## src/cache_cfg_pkg.sv

```systemverilog
/* fixed geometry of the two-way cache on a 16-bit byte address
   changing a width here changes every module, there are no module parameters */
package cache_cfg_pkg;

   // front-end word
   localparam int ADDR_W   = 16;
   localparam int DATA_W   = 32;
   localparam int NBYTES   = DATA_W / 8;
   localparam int NBYTES_W = $clog2(NBYTES);

   // line and set geometry
   localparam int WORD_OFFSET_W = 2;
   localparam int NWORDS        = 2 ** WORD_OFFSET_W;
   localparam int SET_INDEX_W   = 4;
   localparam int NSETS         = 2 ** SET_INDEX_W;
   localparam int NWAYS         = 2;
   localparam int NWAYS_W       = $clog2(NWAYS);

   // derived address splits
   localparam int TAG_W       = ADDR_W - SET_INDEX_W - WORD_OFFSET_W - NBYTES_W;
   localparam int LINE_W      = NWORDS * DATA_W;
   localparam int LINE_ADDR_W = ADDR_W - WORD_OFFSET_W - NBYTES_W;
   localparam int WADDR_W     = ADDR_W - NBYTES_W;

   // write-through buffer
   localparam int WTBUF_DEPTH_W = 2;
   localparam int WTBUF_DEPTH   = 2 ** WTBUF_DEPTH_W;

endpackage

```

## src/cache_bus_pkg.sv

```systemverilog
/* front-end, write-through and refill payloads plus the controller enums
   a request with a zero strobe is a read, word 0 of a line sits in the low bits */
package cache_bus_pkg;

   // front-end request, byte address
   typedef struct packed {
      logic [cache_cfg_pkg::ADDR_W-1:0] addr;
      logic [cache_cfg_pkg::DATA_W-1:0] wdata;
      logic [cache_cfg_pkg::NBYTES-1:0] wstrb;
   } fe_req_t;

   typedef struct packed {
      logic [cache_cfg_pkg::DATA_W-1:0] rdata;
   } fe_rsp_t;

   // one buffered write, word address
   typedef struct packed {
      logic [cache_cfg_pkg::WADDR_W-1:0] waddr;
      logic [cache_cfg_pkg::DATA_W-1:0]  data;
      logic [cache_cfg_pkg::NBYTES-1:0]  strb;
   } wtbuf_entry_t;

   typedef struct packed {
      logic [cache_cfg_pkg::LINE_W-1:0] line;
   } refill_t;

   typedef enum logic {
      ACC_READ,
      ACC_WRITE
   } access_e;

   typedef enum logic [2:0] {
      ST_IDLE,
      ST_LOOKUP,
      ST_DRAIN,
      ST_REFILL,
      ST_RESPOND
   } cache_state_e;

endpackage

```

## src/cache_controller.sv

```systemverilog
/* one access in flight, the next req_i is ignored until ack_o
   a read miss waits for the write buffer to drain before the refill */
`timescale 1ns/1ps

module cache_controller (
   input  logic                                    clk_i,
   input  logic                                    arst_i,
   input  logic                                    req_i,
   input  cache_bus_pkg::fe_req_t                  req_data_i,
   output logic                                    ack_o,
   input  logic [cache_cfg_pkg::NWAYS-1:0]         way_hit_i,
   input  logic [cache_cfg_pkg::NWAYS_W-1:0]       way_hit_bin_i,
   input  logic [cache_cfg_pkg::NWAYS_W-1:0]       victim_i,
   input  logic                                    buf_full_i,
   input  logic                                    buf_empty_i,
   output logic                                    buf_push_o,
   output cache_bus_pkg::wtbuf_entry_t             buf_entry_o,
   output logic                                    lookup_o,
   output logic [cache_cfg_pkg::SET_INDEX_W-1:0]   index_o,
   output logic [cache_cfg_pkg::TAG_W-1:0]         tag_o,
   output logic [cache_cfg_pkg::WORD_OFFSET_W-1:0] offset_o,
   output logic [cache_cfg_pkg::NWAYS_W-1:0]       way_o,
   output logic [cache_cfg_pkg::NBYTES-1:0]        word_we_o,
   output logic [cache_cfg_pkg::DATA_W-1:0]        wdata_o,
   output logic                                    fill_o,
   output logic                                    touch_o,
   output logic                                    mem_rd_req_o,
   output logic [cache_cfg_pkg::LINE_ADDR_W-1:0]   mem_rd_addr_o,
   input  logic                                    mem_rd_valid_i
);
   import cache_cfg_pkg::*;
   import cache_bus_pkg::*;

   cache_state_e state_q, state_d;
   fe_req_t      req_q;
   access_e      acc_q;
   logic         rd_req_q;
   logic         hit;
   logic         is_write;

   assign hit      = |way_hit_i;
   assign is_write = (acc_q == ACC_WRITE);

   //////////////////////////////
   // captured request fields
   //////////////////////////////
   assign tag_o         = req_q.addr[ADDR_W-1 -: TAG_W];
   assign index_o       = req_q.addr[NBYTES_W+WORD_OFFSET_W +: SET_INDEX_W];
   assign offset_o      = req_q.addr[NBYTES_W +: WORD_OFFSET_W];
   assign wdata_o       = req_q.wdata;
   assign mem_rd_addr_o = req_q.addr[ADDR_W-1 -: LINE_ADDR_W];
   assign mem_rd_req_o  = rd_req_q;
   assign buf_entry_o   = '{waddr: req_q.addr[ADDR_W-1:NBYTES_W],
                            data:  req_q.wdata,
                            strb:  req_q.wstrb};

   // victim during refill, else the hitting way
   assign way_o = (state_q == ST_REFILL) ? victim_i : way_hit_bin_i;

   always_ff @(posedge clk_i) begin
      if (state_q == ST_IDLE && req_i) begin
         req_q <= req_data_i;
      end
   end

   always_ff @(posedge clk_i or posedge arst_i) begin
      if (arst_i) begin
         state_q  <= ST_IDLE;
         acc_q    <= ACC_READ;
         rd_req_q <= 1'b0;
      end else begin
         state_q  <= state_d;
         rd_req_q <= (state_q == ST_DRAIN) && buf_empty_i;
         if (state_q == ST_IDLE && req_i) begin
            acc_q <= (|req_data_i.wstrb) ? ACC_WRITE : ACC_READ;
         end
      end
   end

   //////////////////////////////
   // access FSM
   //////////////////////////////
   always_comb begin
      state_d    = state_q;
      lookup_o   = 1'b0;
      ack_o      = 1'b0;
      buf_push_o = 1'b0;
      word_we_o  = '0;
      touch_o    = 1'b0;
      fill_o     = 1'b0;
      case (state_q)
         ST_IDLE: begin
            if (req_i) begin
               state_d = ST_LOOKUP;
            end
         end
         ST_LOOKUP: begin
            lookup_o = 1'b1;
            // a write holds here until the buffer has room
            if (!(is_write && buf_full_i)) begin
               state_d = ST_RESPOND;
            end
         end
         ST_RESPOND: begin
            if (is_write) begin
               // no allocate on a write miss
               ack_o      = 1'b1;
               buf_push_o = 1'b1;
               touch_o    = hit;
               word_we_o  = hit ? req_q.wstrb : '0;
               state_d    = ST_IDLE;
            end else if (hit) begin
               ack_o   = 1'b1;
               touch_o = 1'b1;
               state_d = ST_IDLE;
            end else begin
               state_d = ST_DRAIN;
            end
         end
         ST_DRAIN: begin
            if (buf_empty_i) begin
               state_d = ST_REFILL;
            end
         end
         ST_REFILL: begin
            fill_o = mem_rd_valid_i;
            // look up again, the read is then a hit
            if (mem_rd_valid_i) begin
               state_d = ST_LOOKUP;
            end
         end
         default: begin
            state_d = ST_IDLE;
         end
      endcase
   end

   // memory must already hold every earlier write when the refill starts
   a_refill_after_drain: assert property (@(posedge clk_i) disable iff (arst_i)
      mem_rd_req_o |-> buf_empty_i)
      else $error("controller: refill requested with writes pending");

endmodule

```

## config.mk

```make
export PLATFORM = sky130hd
export DESIGN_NAME = cache_controller
export DESIGN_NICKNAME = d
export VERILOG_FILES = /design/src/cache_cfg_pkg.sv /design/src/cache_bus_pkg.sv /design/src/cache_controller.sv
export SDC_FILE = /design/constraint.sdc
export NUM_CORES = 1
export LEC_CHECK = 0
export ABC_AREA = 1
export BUFFER_PORTS_ARGS = -buffer_cell sky130_fd_sc_hd__buf_2
export CORE_ASPECT_RATIO = 1.4
export CORE_UTILIZATION = 25
export CTS_BUF_LIST = sky130_fd_sc_hd__clkbuf_8 sky130_fd_sc_hd__clkbuf_16
export CTS_CLUSTER_SIZE = 16
export DETAILED_ROUTE_END_ITERATION = 7
export PLACE_DENSITY = 0.63
export SLEW_MARGIN = 20
export SYNTH_ARGS = -nofsm -noshare
export SYNTH_HDL_FRONTEND = slang
export SYNTH_SLANG_ARGS = --single-unit
```

## constraint.sdc

```tcl
create_clock -name clk_i -period 4.39 [get_ports clk_i]
set_input_delay 0.878 -clock clk_i [delete_from_list [all_inputs] [get_ports clk_i]]
set_output_delay 0.878 -clock clk_i [all_outputs]
set_load 0.03 [all_outputs]
```

==> results of run 1 <==
[Yosys cell counts]
library cell	number	share of area, %
a21oi_1	1	0.21
o21ai_1	1	0.21
buf_4	58	19
edfxtp_1	50	64
nand2_2	1	0.27
nand2_1	14	2.3
nor4_1	1	0.27
nand3b_1	1	0.32
inv_1	8	1.3
o21bai_1	1	0.32
inv_2	3	0.48
or2_4	1	0.38
dfrtp_1	5	5.4
nor2_1	13	2.1
o21ai_0	3	0.64
nor2_2	6	1.6
nand3_1	5	1.1
nor3_1	1	0.21
[final cells by class]
cell class / instances / area (um^2)
Timing Repair Buffer: 179 / 898
Antenna cell: 1 / 2.50
Multi-Input combinational cell: 49 / 238
Inverter: 11 / 41.3
Sequential cell: 55 / 1630
Clock inverter: 3 / 11.3
Tap cell: 107 / 134
Clock buffer: 5 / 125
Fill cell: 928 / 5950
[logic make-up (layout without fill, tap and decap cells)]
kind of cell,count (synthesis),count (layout),synth area share (%)
AOI/OAI and AO/OA,6,6,1.39
buffers and inverters,69,198,20.4
DFF,55,55,69.7
other,0,1,0
and+or+nand+nor,43,43,8.47
[worst register-to-register path, cell delays in order (launching register included)]
cell     delay, ns
dfrtp_1       0.45
nor2_1        0.16
nand2_1       0.10
nor2_4        0.76
buf_4         0.41
[sequential cells by signal, summed over array words and instances, names as in the netlist]
| register | cells |
|---|---|
| wdata_o | 32 |
| buf_entry_o | 18 |
| state_q | 3 |
| acc_q | 1 |
| mem_rd_req_o | 1 |
[placed cells by master, fill, tap and decap left out]
cell type and n:
a21oi_1 1, buf_2 178, buf_4 1, clkbuf_16 5
clkinv_1 2, dfrtp_1 5, diode_2 1, edfxtp_1 50
inv_1 9, inv_2 3, nand2_1 14, nand2_2 1
nand3_1 5, nand3b_1 1, nor2_1 12, nor2_2 6
nor2_4 1, nor3_1 1, nor4_1 1, o21ai_0 3
o21ai_1 1, o21bai_1 1, or2_4 1
[routing by layer]
layer / up-vias / track usage, % / routed length [um]
met3: 12 / 3.32 / 451
met1: 771 / 9.44 / 1760
met5: - / 0 / 25
met2: 95 / 16.5 / 2580
met4: 4 / 5.88 / 138
li1: 774 / - / -
[power groups by stage]
stage          sequential (uW)  clock [uW]  combinational, uW
5_1_grt                    820         402                920
6_report                   803         371                866
2_1_floorplan             1010           0                548
3_3_place_gp               809           0                869
4_1_cts                    806         388                875
3_5_place_dp               817           0                874
[path summary, 6_finish.rpt]
kind	slack [ns]	end	startpoint	cells after the start
worst max-delay path	1.93	word_we_o[0]	way_hit_i[1]	5
worst min-delay path	0.48	state_q[2]	arst_i	2
worst max register to register	2.19	buf_entry_o[37]	state_q[2]	4
worst min register to register	0.58	mem_rd_req_o	state_q[0]	1
max in group asynchronous	3.73	acc_q	arst_i	2
min in group clk_i	0.58	mem_rd_req_o	state_q[0]	1
[stage by stage]
stage | util [%] | power [uW] | worst slack, ns
4_1_cts | 34.0 | 2070 | 1.92
3_5_place_dp | 32.5 | 1690 | 1.81
2_1_floorplan | - | 1560 | 0.865
3_3_place_gp | 32.5 | 1680 | 1.87
6_report | 34.1 | 2040 | 1.93
5_1_grt | 34.0 | 2140 | 1.86
==> flow_summary.json, run 1 <==
{
  "rsz0062_at_grt": "false",
  "instances_no_fill": 410,
  "fmax_ghz": 0.407,
  "hp-class": "in2async",
  "hold_viol_final": 0,
  "core_um2": 9030,
  "grt.overflow.total": 0,
  "rows": 41,
  "placed_area_um2": 2940,
  "syn_to_final_growth_pct": 31.8,
  "antenna_found_initial": 2,
  "cp_top_family": "simple AND/OR/NAND/NOR gates",
  "start_util_pct": 25.8,
  "setup_viol": 0,
  "grt.total_usage_pct": 9.33,
  "ctsHoldBuffers": 0,
  "fin_hold_ws_ns": 0.480,
  "die_area_um2": 9730,
  "postCtsSetupRepairBufs": 0,
  "p_sw_uw": 899,
  "cts-root-buf": "clkbuf_16",
  "place.gp.congestion": 0.675,
  "grt_max_degree": 36,
  "drt-pass1-iter-count": 5,
  "fin_nets": 363,
  "num_io_pins": 181,
  "routed_via_density": 4.04,
  "syn_avg_cell_area_um2": 13.5,
  "synth_cells": 173,
  "insertion_delay_ns": 0.29,
  "final_cell_area_um2": 3080,
  "timing.slew.headroom_pct": 33.8,
  "max_stage_delay_ns": 0.22,
  "setup-tns-final_ns": 0,
  "yosysWarningCount": 0,
  "clock_path_buffers": 2,
  "drc": 0,
  "worstMarginPinSlew_ns": 0.991,
  "finalClockSkew_ns": 0.00729,
  "outcome": "finished clean",
  "cts_tree": "done",
  "clk_pin_slew_ns": 0.07,
  "cp-end-kind": "output pin",
  "die_y_um": 116,
  "port_buffers": 178,
  "crit_slowest_cell": "or2_4",
  "synth-seq-cells": 55,
  "ir_worst_vdd_mv": 0.231,
  "vias": 1656,
  "cp_num_buf_inv": 2,
  "post_cts_resized": 0,
  "dieWidth_um": 83.7,
  "clock_power_share_pct": 18.2,
  "clock_sinks": 55,
  "slew_viol_final": 0,
  "seqPwrFrac_pct": 39.4,
  "swShare_pct": 44.1,
  "criticalPathCategory": "in2out",
  "period_needed_ns": 2.46,
  "yosysUniqueCellTypes": 18,
  "dp_hpwl_mm": 4.04,
  "drv_cap": 0,
  "syn_area_um2": 2330,
  "internal_power_uw": 1140,
  "crit_arrival_ns": 1.58,
  "combinationalPowerShare_pct": 42.5,
  "wl_per_cell_um": 12.1,
  "syn-num-nets": 235,
  "crit_fanout": 5,
  "cp.required_ns": 3.51,
  "grt_pass1_wl_mm": 6.78,
  "numCtsBuffers": 5,
  "drive_gt1_share_pct": 64.9,
  "postRouteWirelength_mm": 4.95,
  "grt_pass1_vias": 1382,
  "path_cells": "buf_2 -> nor2_1 -> or2_4 -> nor2_2 -> buf_2",
  "dp_cells": 401,
  "cp-start-kind": "input port",
  "yosysSeqAreaShare_pct": 69.7,
  "path_common_cell": "buf_2",
  "drtIter0Drc": 40,
  "cts_htree_levels": 2,
  "power_density_nw_per_um2": 663,
  "fin_crit_sh_pct": 56.0,
  "leakagePower_uw": 0.00147,
  "antenna_left": 0
}
Power figures use the tool's default switching activity.
==> run 2, diff against run 1 <==
--- a/config.mk
+++ b/config.mk
@@ -12,7 +12,7 @@
 export CTS_BUF_LIST = sky130_fd_sc_hd__clkbuf_8 sky130_fd_sc_hd__clkbuf_16
 export CTS_CLUSTER_SIZE = 16
 export DETAILED_ROUTE_END_ITERATION = 7
-export PLACE_DENSITY = 0.63
+export PLACE_DENSITY = 0.65
 export SLEW_MARGIN = 20
 export SYNTH_ARGS = -nofsm -noshare
 export SYNTH_HDL_FRONTEND = slang
==> constraint.sdc (replaced) <==
create_clock -name clk_i -period 2.2 [get_ports clk_i]
set_input_delay 0.44 -clock clk_i [delete_from_list [all_inputs] [get_ports clk_i]]
set_output_delay 0.44 -clock clk_i [all_outputs]
set_load 0.03 [all_outputs]
==> run 2 against run 1 <==
  * Power increased by 100%
  * Die area unchanged
  * Sequential share of layout area decreased by 0.17 points
  * Largest power group unchanged
  * Clock skew about the same
  * Core utilization increased by 0.11 points
  * Flip-flop and latch count unchanged
==> flow_summary.json, run 2 (synthesized netlist as in run 1, its figures left out) <==
{
  "post_cts_resized": 0,
  "fmax_ghz": 0.504,
  "place_ws_ns": 0.528,
  "cts_tree": "done",
  "fin_nets": 363,
  "rows": 41,
  "setup_slack_ns": 0.215,
  "antenna_left": 0,
  "wl_per_cell_um": 11.9,
  "postRouteWirelength_mm": 4.87,
  "grt_max_degree": 53,
  "cts-root-buf": "clkbuf_16",
  "grt.overflow.total": 0,
  "vias": 1582,
  "top_usage_layer": "met2",
  "dp_hpwl_mm": 3.91,
  "drv_cap": 0,
  "criticalPathCategory": "reg2out",
  "dieWidth_um": 83.7,
  "drc": 0,
  "numCtsBuffers": 5,
  "rsz0062_at_grt": "false",
  "grt_use_met2_pct": 15.7,
  "hp-class": "in2async",
  "syn_to_final_growth_pct": 32.3,
  "largest_reg_flops": 32,
  "grt_pass1_wl_mm": 6.73,
  "worstMarginPinSlew_ns": 0.283,
  "outcome": "finished clean",
  "drive_gt1_share_pct": 64.9,
  "cts_htree_levels": 2,
  "hold_viol_final": 0,
  "period_needed_ns": 1.99,
  "leakagePower_uw": 0.00149,
  "postCtsSetupRepairBufs": 0,
  "grt.total_usage_pct": 9.27,
  "ir_worst_vdd_mv": 0.596,
  "p_sw_uw": 1790,
  "cp-end-kind": "output pin",
  "swShare_pct": 43.9,
  "start_util_pct": 25.8,
  "ctsHoldBuffers": 0,
  "die_area_um2": 9730,
  "antenna_found_initial": 0,
  "die_y_um": 116,
  "clk_pin_slew_ns": 0.07,
  "grt_pass1_vias": 1365,
  "finalClockSkew_ns": 0.00709,
  "setup-tns-final_ns": 0,
  "clock_power_share_pct": 18.0,
  "cp.required_ns": 1.76,
  "combinationalPowerShare_pct": 42.7,
  "layout_common_cells": "178 x buf_2, 50 x edfxtp_1, 14 x nand2_1",
  "crit_arrival_ns": 1.55,
  "drtIter0Drc": 19,
  "antennaDiodeCount": 0,
  "insertion_delay_ns": 0.29,
  "drt-pass1-iter-count": 4,
  "power_density_nw_per_um2": 1320,
  "crit_fanout": 7,
  "power_uw": 4080,
  "timing.slew.headroom_pct": 81.1,
  "slew_viol_final": 0,
  "clock_path_buffers": 2,
  "fin_crit_sh_pct": 90.2,
  "port_buffers": 178,
  "num_io_pins": 181,
  "grt_util_met3_pct": 2.26,
  "place.gp.congestion": 0.678,
  "routed_via_density": 3.87,
  "seqPwrFrac_pct": 39.3,
  "internal_power_uw": 2290,
  "clock_sinks": 55,
  "setup_viol": 0,
  "grt_use_met1_pct": 10.7,
  "cp-start-kind": "flop",
  "core_um2": 9030,
  "final_common_cell": "buf_2"
}
-- run 2: metrics by stage --
| stage | hold WS, ns | cells | util [%] | cell area [um^2] |
|---|---|---|---|---|
| final | 0.0405 | 409 | 34.2 | 3090 |
| after global routing | 0.0503 | 409 | 34.2 | 3090 |
| after CTS | 0.0385 | 409 | 34.2 | 3090 |
| after detailed placement | 0.359 | 401 | 32.7 | 2950 |
| after global placement | 0.350 | 401 | 32.7 | 2950 |
| after floorplan | 0.219 | 173 | - | 2340 |
-- run 2: layer usage --
layer	up-vias	routed length [um]
li1	772	-
met1	715	1840
met2	90	2550
met3	5	366
met4	0	110
met5	-	0
-- run 2: final timing paths --
kind / from / endpoint / slack (ns) / cells past startpoint
hold / removal: arst_i / state_q[1] / 0.04 / 2
min in group clk_i: req_data_i[26] / wdata_o[22] / 0.33 / 1
hold reg to reg: state_q[0] / mem_rd_req_o / 0.58 / 1
setup / recovery: state_q[0] / word_we_o[3] / 0.21 / 5
max in group asynchronous: arst_i / acc_q / 1.98 / 2
setup reg to reg: state_q[2] / wdata_o[0] / 0.74 / 4
-- run 2: cell type report --
cell class / instances / area [um^2]
clock inverter: 3 / 11.3
fill: 917 / 5940
inverter: 11 / 41.3
clock buffer: 5 / 125
timing repair buffer: 179 / 911
multi-input combinational: 49 / 238
sequential: 55 / 1630
tap: 107 / 134
-- run 2: worst max-delay path: stages, from the launching register on --
cell and delay (ns):
dfrtp_1 0.45, nor2_2 0.16, nand2_2 0.08, or2_4 0.29
nor2_2 0.08, buf_2 0.19
-- run 2: power groups by stage --
stage	registers (uW)	clock network [uW]	logic, uW
3_5_place_dp	1630	0	1760
5_1_grt	1640	808	1850
4_1_cts	1610	776	1770
2_1_floorplan	2000	0	1100
6_report	1600	733	1740
3_3_place_gp	1620	0	1760
==> run 3, diff against run 2 <==
--- a/config.mk
+++ b/config.mk
@@ -8,11 +8,12 @@
 export ABC_AREA = 1
 export BUFFER_PORTS_ARGS = -buffer_cell sky130_fd_sc_hd__buf_2
 export CORE_ASPECT_RATIO = 1.4
-export CORE_UTILIZATION = 25
+export CORE_UTILIZATION = 36
 export CTS_BUF_LIST = sky130_fd_sc_hd__clkbuf_8 sky130_fd_sc_hd__clkbuf_16
 export CTS_CLUSTER_SIZE = 16
 export DETAILED_ROUTE_END_ITERATION = 7
-export PLACE_DENSITY = 0.65
+export PLACE_DENSITY = 0.85
+export REMOVE_ABC_BUFFERS = 1
 export SLEW_MARGIN = 20
 export SYNTH_ARGS = -nofsm -noshare
 export SYNTH_HDL_FRONTEND = slang
==> run 3 against run 2 <==
  * Register-to-register slack is essentially flat
  * Maximum frequency shrank 1.5%
  * Critical path depth is the same
  * Clock power shrank 24%
  * First-iteration DRC count grew to 4.3 times the previous value
  * Power shrank 4.4%
  * Non-clock buffer count is the same
  * Sequential share of layout area grew 1.5 points
  * Sequential power is essentially flat
  * Clock skew shrank 0.0014 ns
  * Critical endpoint is now word_we_o[2]
  * Largest power group unchanged
  * Highest routed layer unchanged
==> flow_summary.json, run 3 (synthesized netlist as in run 1, its figures left out) <==
{
  "outcome": "finished clean",
  "place.gp.congestion": 0.790,
  "criticalPathCategory": "reg2out",
  "rows": 34,
  "power_density_nw_per_um2": 1300,
  "die_y_um": 97.3,
  "fin_crit_sh_pct": 91.6,
  "final.fill_count": 567,
  "fin_nets": 363,
  "layout_common_cells": "178 x buf_2, 50 x edfxtp_1, 14 x nand2_1",
  "clk_pin_slew_ns": 0.10,
  "clock_sinks": 55,
  "final_util_pct": 48.0,
  "cts-root-buf": "clkbuf_8",
  "numCtsBuffers": 5,
  "max_stage_delay_ns": 0.47,
  "final_common_cell": "buf_2",
  "multi_input_area_um2": 238,
  "ctsHoldBuffers": 0,
  "ir_worst_vdd_mv": 0.576,
  "clock_path_buffers": 2,
  "die_area_um2": 6810,
  "grt.total_usage_pct": 13.3,
  "core_um2": 6250,
  "grt_pass1_vias": 1448,
  "rsz0062_at_grt": "false",
  "antenna_found_initial": 2,
  "dp_hpwl_mm": 3.78,
  "drive_gt1_share_pct": 65.9,
  "path_cells": "nor2_2 -> nand2_2 -> or2_4 -> nor2_2 -> buf_2",
  "timing.rr.start": "state_q[2]",
  "antennaDiodeCount": 0,
  "drv_cap": 0,
  "cts_htree_levels": 2,
  "post_cts_resized": 0,
  "insertion_delay_ns": 0.30,
  "crit_arrival_ns": 1.58,
  "wl_per_cell_um": 12.4,
  "dieWidth_um": 70.0,
  "p_sw_uw": 1790,
  "routed_via_density": 4.34,
  "worstMarginPinSlew_ns": 0.268,
  "crit_fanout": 7,
  "setup_slack_ns": 0.184,
  "hold_viol_final": 0,
  "clock_power_share_pct": 14.3,
  "postRouteWirelength_mm": 4.66,
  "hp-class": "in2async",
  "crit_slowest_cell": "dfrtp_1",
  "combinationalPowerShare_pct": 44.9,
  "seqPwrFrac_pct": 40.9,
  "cts_tree": "done",
  "internal_power_uw": 2110,
  "rr_endpoint": "wdata_o[3]",
  "drtIter0Drc": 81,
  "cp-end-kind": "output pin",
  "finalClockSkew_ns": 0.00572,
  "drt-pass1-iter-count": 4,
  "grt_pass1_wl_mm": 6.89,
  "setup_viol": 0,
  "rrSetupSlack_ns": 0.73,
  "start_util_pct": 37.3,
  "grt.overflow.total": 0,
  "cp-start-kind": "flop",
  "leakagePower_uw": 0.00145,
  "drc": 0,
  "place_ws_ns": 0.518,
  "slew_viol_final": 0,
  "register_area_um2": 1630,
  "num_io_pins": 181,
  "grt_max_degree": 53,
  "fmax_ghz": 0.496,
  "postCtsSetupRepairBufs": 0,
  "antenna_left": 0,
  "port_buffers": 178,
  "period_needed_ns": 2.02,
  "path_common_cell": "nor2_2",
  "cp.required_ns": 1.76,
  "power_uw": 3900,
  "largest_reg_flops": 32,
  "swShare_pct": 46.0,
  "syn_to_final_growth_pct": 28.5,
  "timing.slew.headroom_pct": 82.0,
  "fin_hold_ws_ns": 0.0226,
  "reg2reg_depth": 4,
  "vias": 1624
}
## run 3: cell types whose count changed in the layout (fill, tap and decap cells not counted)
cell,before,now
clkbuf_16,5,0
inv_6,0,1
clkinvlp_4,0,2
clkbuf_8,0,5
inv_1,11,8
## run 3: how the worst max path moves through the flow
stage,cells after the start,slack [ns],start,endpoint
4_1_cts,5,0.17,state_q[0],word_we_o[2]
6_report,5,0.18,state_q[0],word_we_o[2]
5_1_grt,5,0.1,state_q[0],word_we_o[2]
3_3_place_gp,5,0.57,state_q[0],word_we_o[2]
2_1_floorplan,3,-1.04,state_q[2],buf_entry_o[0]
3_5_place_dp,5,0.52,state_q[0],word_we_o[2]
## run 3: cell type report
| cell class | instances | area share [%] |
|---|---|---|
| Clock inverter | 3 | 0.793 |
| Clock buffer | 5 | 2.29 |
| Timing Repair Buffer | 179 | 30.4 |
| Inverter | 11 | 1.38 |
| Multi-Input combinational cell | 49 | 7.93 |
| Sequential cell | 55 | 54.2 |
| Tap cell | 72 | 3.00 |
## run 3: per-layer routing
metal / routed length (um) / GRT usage (%)
met5: 0 / 0
met4: 40 / 4.15
met3: 474 / 5.19
met2: 2590 / 24.0
met1: 1550 / 13.9
## run 3: per-stage QoR
step,instance area (um^2),setup TNS (ns),instances
after floorplan,1900,-53.09,115
after global placement,2910,0,366
after detailed placement,2910,0,366
after CTS,3000,0,374
after global routing,3000,0,374
final,3000,0,374
## run 3: power by group through the flow
stage | combinational [uW] | clock [uW] | sequential, uW
finish | 1750 | 556 | 1590
global route | 1850 | 621 | 1630
CTS | 1770 | 588 | 1600
detailed placement | 1770 | 0 | 1620
global placement | 1740 | 0 | 1600
floorplan | 364 | 0 | 2460
## run 3: worst max-delay path: cells and delay by family, from the launching register on
kind	cells	cell delay, ns
buf+inv	1	0.19
flops	1	0.47
simple gates	4	0.61
